## src/rvOpcode_macros.svh

```systemverilog
`ifndef RV_OPCODE_MACROS_SVH
`define RV_OPCODE_MACROS_SVH

// Opcode values of instruction bits 6 to 2
// Bits 1 and 0 are always 2'b11 for 32-bit RV32I words
`define opcodeLoad   5'b00000
`define opcodeStore  5'b01000
`define opcodeBranch 5'b11000
`define opcodeJalr   5'b11001
`define opcodeJal    5'b11011
`define opcodeR      5'b01100
`define opcodeI      5'b00100
`define opcodeAuipc  5'b00101
`define opcodeLui    5'b01101

// ALU select codes
// Other ALU ops come straight from {bit 30, funct3}
`define aluAdd       4'd0
`define aluPassB     4'd9

// Immediate formats for immGen
`define immI         3'd1
`define immS         3'd2
`define immB         3'd3
`define immU         3'd4
`define immJ         3'd5
`define immX         3'd6

// Memory access widths
// Loads use funct3 directly, this value marks no load at all
`define ldNone       3'd7

// Stores use funct3[1:0], this value marks no store
`define sNone        2'd3

// addi x0, x0, 0
`define nopInst      32'h0000_0013

`endif

```

## src/rvPkg.sv

```systemverilog
package rvPkg;

   // R format: register to register ops
   typedef struct packed {
      logic [6:0] funct7;
      logic [4:0] rs2;
      logic [4:0] rs1;
      logic [2:0] funct3;
      logic [4:0] rd;
      logic [6:0] opcode;
   } rTypeFields;

   // I format: loads, JALR and register-immediate ops
   typedef struct packed {
      logic [11:0] imm;
      logic [4:0]  rs1;
      logic [2:0]  funct3;
      logic [4:0]  rd;
      logic [6:0]  opcode;
   } iTypeFields;

   // S format, also the bit layout of B
   typedef struct packed {
      logic [6:0] immHi;
      logic [4:0] rs2;
      logic [4:0] rs1;
      logic [2:0] funct3;
      logic [4:0] immLo;
      logic [6:0] opcode;
   } sTypeFields;

   // U format, also the bit layout of J
   typedef struct packed {
      logic [19:0] immUpper;
      logic [4:0]  rd;
      logic [6:0]  opcode;
   } uTypeFields;

   // One instruction word seen through every format at once
   typedef union packed {
      logic [31:0] raw;
      rTypeFields  r;
      iTypeFields  i;
      sTypeFields  s;
      uTypeFields  u;
   } instWord;

endpackage

```

## src/stageTracker.sv

```systemverilog
`timescale 1ns/1ps

`include "rvOpcode_macros.svh"

module stageTracker
   import rvPkg::*;
(
   input  logic    clk,
   input  logic    rst,
   input  instWord inst,
   output instWord exInst,
   output instWord wbInst
);

   // Two instruction registers, one per downstream stage
   // The whole word moves along so later decoders can pick any field
   always_ff @(posedge clk) begin
      if (rst) begin
         exInst.raw <= `nopInst;
         wbInst.raw <= `nopInst;
      end else begin
         exInst <= inst;
         wbInst <= exInst;
      end
   end

endmodule

```

## src/immGen.sv

```systemverilog
`timescale 1ns/1ps

`include "rvOpcode_macros.svh"

module immGen
   import rvPkg::*;
(
   input  instWord     inst,
   output logic [2:0]  immSel,
   output logic [31:0] imm
);

   logic [4:0]  opcode;
   logic [6:0]  sHi;
   logic [4:0]  sLo;
   logic [19:0] upper;

   assign opcode = inst.r.opcode[6:2];
   assign sHi    = inst.s.immHi;
   assign sLo    = inst.s.immLo;
   assign upper  = inst.u.immUpper;

   // Format choice by opcode
   always_comb begin
      case (opcode)
         `opcodeLoad, `opcodeJalr, `opcodeI: immSel = `immI;
         `opcodeStore:                       immSel = `immS;
         `opcodeBranch:                      immSel = `immB;
         `opcodeJal:                         immSel = `immJ;
         `opcodeLui, `opcodeAuipc:           immSel = `immU;
         default:                            immSel = `immX;
      endcase
   end

   // Sign-extended immediate, sign bit is always inst[31]
   always_comb begin
      case (immSel)
         `immI: imm = {{20{inst.i.imm[11]}}, inst.i.imm};
         `immS: imm = {{20{sHi[6]}}, sHi, sLo};
         // B reorders the S pieces, bit 0 is implied zero
         `immB: imm = {{19{sHi[6]}}, sHi[6], sLo[0], sHi[5:0], sLo[4:1], 1'b0};
         `immU: imm = {upper, 12'b0};
         // J reorders the U piece, bit 0 is implied zero
         `immJ: imm = {{11{upper[19]}}, upper[19], upper[7:0], upper[8], upper[18:9], 1'b0};
         default: imm = 32'd0;
      endcase
   end

endmodule

```

## src/exControl.sv

```systemverilog
`timescale 1ns/1ps

`include "rvOpcode_macros.svh"

module exControl
   import rvPkg::*;
(
   input  instWord     inst,
   input  logic [31:0] rs1Val,
   input  logic [31:0] rs2Val,
   output logic        pcSel,
   output logic [1:0]  instSel,
   output logic        aSel,
   output logic        bSel,
   output logic [3:0]  aluSel,
   output logic        memRW,
   output logic [1:0]  sSel,
   output logic        usesRs1,
   output logic        usesRs2
);

   logic [4:0] opcode;
   logic [2:0] funct3;
   logic       brUn;
   logic       equal;
   logic       less;
   logic       brTaken;

   assign opcode = inst.r.opcode[6:2];
   assign funct3 = inst.r.funct3;

   // BLTU and BGEU are the only funct3 codes with both upper bits set
   assign brUn  = (funct3[2:1] == 2'b11);
   assign equal = (rs1Val == rs2Val);
   assign less  = brUn ? (rs1Val < rs2Val) : ($signed(rs1Val) < $signed(rs2Val));

   always_comb begin
      case (funct3)
         3'b000:         brTaken = equal;
         3'b001:         brTaken = !equal;
         3'b100, 3'b110: brTaken = less;
         3'b101, 3'b111: brTaken = !less;
         default:        brTaken = 1'b0;
      endcase
   end

   always_comb begin
      // Defaults match a NOP-like instruction with no side effects
      pcSel   = 1'b0;
      instSel = 2'd0;
      aSel    = 1'b0;
      bSel    = 1'b1;
      aluSel  = `aluAdd;
      memRW   = 1'b0;
      sSel    = `sNone;
      usesRs1 = 1'b0;
      usesRs2 = 1'b0;
      case (opcode)
         `opcodeR: begin
            bSel    = 1'b0;
            aluSel  = {inst.r.funct7[5], funct3};
            usesRs1 = 1'b1;
            usesRs2 = 1'b1;
         end
         `opcodeI: begin
            // Bit 30 picks SRAI over SRLI
            aluSel  = {inst.r.funct7[5], funct3};
            usesRs1 = 1'b1;
         end
         `opcodeLoad: begin
            memRW   = 1'b1;
            usesRs1 = 1'b1;
         end
         `opcodeStore: begin
            memRW   = 1'b1;
            sSel    = inst.s.funct3[1:0];
            usesRs1 = 1'b1;
            usesRs2 = 1'b1;
         end
         `opcodeBranch: begin
            // Target is PC plus immediate
            aSel    = 1'b1;
            instSel = 2'd2;
            pcSel   = brTaken;
            usesRs1 = 1'b1;
            usesRs2 = 1'b1;
         end
         `opcodeJal: begin
            aSel    = 1'b1;
            instSel = 2'd2;
            pcSel   = 1'b1;
         end
         `opcodeJalr: begin
            instSel = 2'd2;
            pcSel   = 1'b1;
            usesRs1 = 1'b1;
         end
         `opcodeAuipc: begin
            aSel = 1'b1;
         end
         `opcodeLui: begin
            aluSel = `aluPassB;
         end
         default: begin
         end
      endcase
   end

endmodule

```

## src/wbControl.sv

```systemverilog
`timescale 1ns/1ps

`include "rvOpcode_macros.svh"

module wbControl
   import rvPkg::*;
(
   input  instWord    inst,
   output logic [2:0] ldSel,
   output logic [1:0] wbSel,
   output logic       regWrEn
);

   logic [4:0] opcode;
   logic       writesRd;

   assign opcode = inst.r.opcode[6:2];

   // wbSel: 0 memory, 1 ALU, 2 PC+4
   always_comb begin
      ldSel    = `ldNone;
      wbSel    = 2'd0;
      writesRd = 1'b0;
      case (opcode)
         `opcodeLoad: begin
            ldSel    = inst.i.funct3;
            writesRd = 1'b1;
         end
         `opcodeR, `opcodeI, `opcodeLui, `opcodeAuipc: begin
            wbSel    = 2'd1;
            writesRd = 1'b1;
         end
         `opcodeJal, `opcodeJalr: begin
            wbSel    = 2'd2;
            writesRd = 1'b1;
         end
         default: begin
         end
      endcase
   end

   // Writes to x0 are dropped here so forwarding never sees them
   assign regWrEn = writesRd && (inst.r.rd != 5'd0);

endmodule

```

## src/forwardUnit.sv

```systemverilog
`timescale 1ns/1ps

`include "rvOpcode_macros.svh"

module forwardUnit
   import rvPkg::*;
(
   input  logic       regWrEn,
   input  logic [4:0] wbRd,
   input  instWord    exInst,
   input  logic       exUsesRs1,
   input  logic       exUsesRs2,
   input  instWord    decInst,
   output logic       fwdA1,
   output logic       fwdB1,
   output logic       fwdA2,
   output logic       fwdB2
);

   logic [4:0] decOpcode;
   logic       decUsesRs1;
   logic       decUsesRs2;

   assign decOpcode = decInst.r.opcode[6:2];

   // Decode stage source usage, same rule as exControl applies one stage later
   always_comb begin
      decUsesRs1 = 1'b0;
      decUsesRs2 = 1'b0;
      case (decOpcode)
         `opcodeR, `opcodeStore, `opcodeBranch: begin
            decUsesRs1 = 1'b1;
            decUsesRs2 = 1'b1;
         end
         `opcodeI, `opcodeLoad, `opcodeJalr: begin
            decUsesRs1 = 1'b1;
         end
         default: begin
         end
      endcase
   end

   // Writeback result into the decode stage operands
   assign fwdA1 = regWrEn && decUsesRs1 && (wbRd == decInst.r.rs1);
   assign fwdB1 = regWrEn && decUsesRs2 && (wbRd == decInst.r.rs2);

   // Writeback result into the execute stage operands
   assign fwdA2 = regWrEn && exUsesRs1 && (wbRd == exInst.r.rs1);
   assign fwdB2 = regWrEn && exUsesRs2 && (wbRd == exInst.r.rs2);

endmodule

```

## src/controlPath.sv

```systemverilog
`timescale 1ns/1ps

module controlPath
   import rvPkg::*;
(
   input  logic        clk,
   input  logic        rst,
   input  instWord     inst,
   input  logic [31:0] rs1Val,
   input  logic [31:0] rs2Val,
   output logic [31:0] imm,
   output logic        pcSel,
   output logic [1:0]  instSel,
   output logic        aSel,
   output logic        bSel,
   output logic [3:0]  aluSel,
   output logic        memRW,
   output logic [1:0]  sSel,
   output logic [2:0]  ldSel,
   output logic [1:0]  wbSel,
   output logic        regWrEn,
   output logic        fwdA1,
   output logic        fwdB1,
   output logic        fwdA2,
   output logic        fwdB2
);

   instWord exInst;
   instWord wbInst;
   logic    exUsesRs1;
   logic    exUsesRs2;

   stageTracker stageTracker_inst (
      .clk    (clk),
      .rst    (rst),
      .inst   (inst),
      .exInst (exInst),
      .wbInst (wbInst)
   );

   // Format code stays internal to the immediate generator
   immGen immGen_inst (
      .inst   (inst),
      .immSel (),
      .imm    (imm)
   );

   exControl exControl_inst (
      .inst    (exInst),
      .rs1Val  (rs1Val),
      .rs2Val  (rs2Val),
      .pcSel   (pcSel),
      .instSel (instSel),
      .aSel    (aSel),
      .bSel    (bSel),
      .aluSel  (aluSel),
      .memRW   (memRW),
      .sSel    (sSel),
      .usesRs1 (exUsesRs1),
      .usesRs2 (exUsesRs2)
   );

   wbControl wbControl_inst (
      .inst    (wbInst),
      .ldSel   (ldSel),
      .wbSel   (wbSel),
      .regWrEn (regWrEn)
   );

   forwardUnit forwardUnit_inst (
      .regWrEn   (regWrEn),
      .wbRd      (wbInst.r.rd),
      .exInst    (exInst),
      .exUsesRs1 (exUsesRs1),
      .exUsesRs2 (exUsesRs2),
      .decInst   (inst),
      .fwdA1     (fwdA1),
      .fwdB1     (fwdB1),
      .fwdA2     (fwdA2),
      .fwdB2     (fwdB2)
   );

endmodule

```

## config.mk

```make
export PLATFORM = sky130hd
export DESIGN_NAME = controlPath
export DESIGN_NICKNAME = d
export VERILOG_FILES = /design/src/rvPkg.sv /design/src/stageTracker.sv /design/src/immGen.sv /design/src/exControl.sv /design/src/wbControl.sv /design/src/forwardUnit.sv /design/src/controlPath.sv
export VERILOG_INCLUDE_DIRS = /design/src
export SDC_FILE = /design/constraint.sdc
export NUM_CORES = 1
export LEC_CHECK = 0
export BUFFER_PORTS_ARGS = -buffer_cell sky130_fd_sc_hd__buf_4
export CELL_PAD_IN_SITES_DETAIL_PLACEMENT = 0
export CELL_PAD_IN_SITES_GLOBAL_PLACEMENT = 1
export CORE_ASPECT_RATIO = 0.9
export CORE_MARGIN = 5
export CORE_UTILIZATION = 35
export DETAILED_ROUTE_END_ITERATION = 10
export GPL_TIMING_DRIVEN = 0
export PLACE_DENSITY_LB_ADDON = 0.1
export SLEW_MARGIN = 20
export SYNTH_ARGS = -nofsm -noshare
export SYNTH_HDL_FRONTEND = slang
export SYNTH_HIERARCHICAL = 1
export SYNTH_SLANG_ARGS = --single-unit
```

## constraint.sdc

```tcl
create_clock -name clk -period 2.89 [get_ports clk]
set_input_delay 0.578 -clock clk [delete_from_list [all_inputs] [get_ports clk]]
set_output_delay 0.578 -clock clk [all_outputs]
set_load 0.01 [all_outputs]
```

# ---- After elaboration in Yosys (flattened, before gate mapping)
# Memory sizes are Yosys's and may differ from the RTL's.
# Index checks and enable logic that the tools add are counted.
dict set report op_classes {
  n_lt_le_gt_ge 2
  n_eq_ne 35
  n_mux 17
  reduce_logical 30
}
# operator count
set op_table {}
lappend op_table {{$pmux W32 S5} 1}
lappend op_table {{$lt A32 B32 Y1} 2}
lappend op_table {{$eq A5 B4 Y1 const B} 7}
lappend op_table {{$eq A5 B5 Y1 const B} 7}
lappend op_table {{$eq A32 B32 Y1} 1}
lappend op_table {{$eq A5 B3 Y1 const B} 5}
lappend op_table {{$eq A5 B5 Y1} 4}
lappend op_table {{$eq A3 B3 Y1 const B} 6}
lappend op_table {{$logic_not A5 Y1} 3}
lappend op_table {{$reduce_or A2 Y1} 6}
lappend op_table {{$reduce_or A3 Y1} 4}
lappend op_table {{$reduce_or A6 Y1} 2}
lappend op_table {{$logic_and A1 B1 Y1} 9}
lappend op_table {{$mux W1} 9}
lappend op_table {{$pmux W4 S2} 1}
lappend op_table {{$reduce_or A7 Y1} 1}
lappend op_table {{$eq A3 B1 Y1 const B} 2}
lappend op_table {{$eq A3 B2 Y1 const B} 2}
lappend op_table {{$reduce_bool A5 Y1} 1}
lappend op_table {{$mux W2} 2}
lappend op_table {{$pmux W1 S4} 1}
lappend op_table {{$pmux W2 S2} 1}
lappend op_table {{$reduce_or A4 Y1} 1}
lappend op_table {{$logic_not A3 Y1} 1}
lappend op_table {{4 further kinds} 5}
dict set report totals {
  reg_bits 46
  rom_bits 96
  in_bits 98
  mem_count 1
}
# memory words word_bits rd rd_ports_with_merged_regs wr line_no
set mem_list {}
lappend mem_list {{(name not given)} 32 3 1 0 0 immGen.sv:25} ;# case (opcode)

# ---- Longest topological paths before layout
dict set report depth {
  ltp_word 6
  depth_mapped 8
}

# ---- Cells and area by module
# Netlist, hierarchy kept.
# module n_inst cells_per_inst area_each_um2 seq_area_each_um2
set modules_own_cells {}
lappend modules_own_cells {stageTracker 1 135 1725.4 1281.2}
lappend modules_own_cells {exControl 1 161 1076.0 0.0}
lappend modules_own_cells {immGen 1 88 525.5 0.0}
lappend modules_own_cells {forwardUnit 1 37 275.3 0.0}
lappend modules_own_cells {wbControl 1 12 98.8 0.0}

# ---- Worst setup path before layout
# Ideal clock, no wire load.
dict set report synth_path {
  path_kind {input port to output port}
  from {input rs2Val[31]}
  to {output pcSel}
  t_arrival_ns 2.040
  setup_slack_ns 0.272
  path_stages 7
  path_cell_list {inv_1 > ha_1 > nand4_2 > or4_4 > nor3_1 > o31a_1 > nand3_1}
}
dict set report synth_between {
  elab_chain_cells 5
  word_cells_on_any_way 8
  cone_classes {2 x order compare; 1 x eq/ne; 3 x mux; 2 x reduce/logical}
}
# element line_no
set synth_lines {}
lappend synth_lines {{start: declaration} controlPath.sv:10} ;# input logic [31:0] rs2Val,
lappend synth_lines {{$lt A32 B32 Y1} exControl.sv:35} ;# assign less = brUn ? (rs1Val < rs2Val) : ($signed(rs1Val) < $signed(rs2Val));
lappend synth_lines {{$mux W1} exControl.sv:35}
lappend synth_lines {{$logic_not A1 Y1} exControl.sv:42} ;# 3'b101, 3'b111: brTaken = !less;
lappend synth_lines {{$pmux W1 S4 (*)} exControl.sv:38} ;# case (funct3)
lappend synth_lines {{$pmux W1 S2 (*)} exControl.sv:58} ;# case (opcode)
lappend synth_lines {{end: declaration} controlPath.sv:12} ;# output logic pcSel,
# Mark *: on every way between the ends. The rest lies on a longest branch, timed or not.

# ---- Worst setup path after layout
dict set report layout_path {
  from {input rs2Val[23]}
  to {output pcSel}
}
# The elaborated chain is that of the path after synthesis.

==> impl_metrics.json <==
{
  "first_pass_iters": 4,
  "drv_slew": 0,
  "initial_utilization_pct": 35.4,
  "core_area_um2": 8450,
  "drt_iter0_markers": 91,
  "fin_ws_ns": -0.00719,
  "overflow": 0,
  "rsz0062_at_grt": "yes",
  "grtUsageTotal_pct": 16.5,
  "r2r-end": "stageTracker_inst/wbInst[4]",
  "timing.hold.ws_ns": 0.439,
  "required_ns": 2.31,
  "antenna_left": 0,
  "via_per_inst": 4.64,
  "tightest_slew_ns": 0.616,
  "r2r_slack_ns": 2.20,
  "hold_viol": 0,
  "multi_input_area_um2": 2150,
  "rows": 32,
  "fin_nets": 669,
  "grt_pass1_vias": 3047,
  "cts-buffers-inserted": 5,
  "arrival_ns": 2.32,
  "vias": 3059,
  "violations": "setup timing",
  "cp_max_fo": 4,
  "wl_um": 8940,
  "fin_cells": 659,
  "die-area_um2": 10500,
  "fillCellCount": 821,
  "cts_tree": "built",
  "diodes": 0,
  "port_buffers": 147,
  "ys_warn_count": 6,
  "io-pin-count": 152,
  "grt_start_max_net_pins": 13,
  "synth_nets": 509,
  "drive_above_1_share_pct": 39.8,
  "grt_pass1_wl_um": 14200,
  "cts_hold_buf": 0,
  "start_kind": "input port",
  "status": "finished with violations",
  "drv_cap": 0,
  "drcViolationCount": 0,
  "min_period_ns": 2.90,
  "dp_hpwl_um": 7380,
  "leakagePower_nw": 2.21,
  "critPathLaunch": "rs2Val[23]",
  "dieHeight_um": 97.7,
  "min_period_over_period_pct": 100,
  "crit_end": "pcSel",
  "hold_class": "reg -> reg",
  "regArea_um2": 741,
  "ctsRootBufferMaster": "clkbuf_8",
  "syn_avg_cell_area_um2": 7.89,
  "fmax_ghz": 0.345,
  "power_density_nw_per_um2": 338,
  "clk_latency_ns": 0.29,
  "relSlewSlack_pct": 58.6,
  "cts_num_sinks": 37,
  "grt_antenna_before_repair": 0,
  "syn_area_um2": 2990,
  "routabilityCongestion": 0.809,
  "area_growth_pct": 54.7,
  "syn_inst": 379,
  "setup_viol": 1,
  "cp-end-kind": "primary output",
  "die_x_um": 107,
  "h-tree-depth": 2,
  "clkTransAtPathRegs_ns": 0.07,
  "reg2reg_depth": 1,
  "skew_ns": 0.00664,
  "ir_drop_uv": 212,
  "r2r-start": "stageTracker_inst/exInst[4]",
  "dpl.cell_count": 645,
  "clk_path_buf_depth": 2,
  "critPathKind": "in -> out",
  "wire_per_inst_um": 13.6
}
worst max-delay path, stage by stage:
cell and delay, ns:
buf_6 0.07, inv_4 0.03, ha_4 0.25, nand4_1 0.13, or4_4 0.60, o211ai_1 0.19
o31ai_1 0.10, o21ai_1 0.13, nand3_1 0.10, buf_6 0.13
timing repair:
| item | in CTS | in global routing |
|---|---|---|
| setup buffers | 5 | 1 |
| gates cloned | 0 | 0 |
| resized for setup | 16 | 18 |
| setup endpoints to repair | 1 | 1 |
| pin swaps | 8 | 12 |
where the power goes:
group	leakage, nW	switching [W]	internal [W]
registers	0.307	0.0000214	0.000535
logic	1.84	0.000218	0.000269
clock network	0.0681	0.000179	0.000343
registers in the layout, indices dropped and copies added (netlist names):
register,count
stageTracker_inst/exInst,24
stageTracker_inst/wbInst,13
layout make-up:
class,count,area share [%]
plain buffers,21,2.62
clock buffers,5,1.49
clock inverters,3,1.41
inverters,39,3.27
multi-input cells,282,46.5
flip-flops and latches,37,16.0
well taps,119,3.22
repair buffers,153,25.5
metrics by stage:
stage                     cell area, µm²  power (W)  util, %  setup TNS [ns]  setup slack (ns)
after floorplan                     2990   0.000798        -               0             0.272
after global placement              4240    0.00101     50.2         -0.0993           -0.0993
after detailed placement            4240    0.00102     50.2          -0.112            -0.112
after CTS                           4540    0.00156     53.7               0           0.00136
after global routing                4630    0.00166     54.8          -0.123            -0.123
final                               4630    0.00157     54.8        -0.00719          -0.00719
worst min-delay path by stage:
stage,startpoint,endpoint,slack [ns],depth (start not counted)
after global routing,stageTracker_inst/exInst[8],stageTracker_inst/wbInst[8],0.46,1
after CTS,stageTracker_inst/exInst[8],stageTracker_inst/wbInst[8],0.45,1
final,stageTracker_inst/exInst[10],stageTracker_inst/wbInst[10],0.44,1
after detailed placement,stageTracker_inst/exInst[10],stageTracker_inst/wbInst[10],0.43,1
after global placement,stageTracker_inst/exInst[8],stageTracker_inst/wbInst[8],0.42,1
after floorplan,stageTracker_inst/exInst[10],stageTracker_inst/wbInst[10],0.41,1
layer usage:
layer / track usage (%) / routed length, µm
met1: 22.9 / 4270
met2: 26.7 / 4130
met3: 3.06 / 492
met4: 3.20 / 46
met5: 0 / 0
cell usage in the layout, fill, tap and decap left out, types with 5 or more instances in the layout:
cell type	n
buf_6	11
clkbuf_8	5
buf_4	148
buf_2	9
clkbuf_1	5
nand3_1	10
nand4_1	10
o22ai_1	8
xnor2_1	17
inv_1	30
nand2_1	43
ha_4	12
dfxtp_1	37
inv_2	6
nand2b_1	7
a21oi_1	20
nor2_1	15
nor2b_1	45
ha_1	20
(Power assumes the default switching activity.)
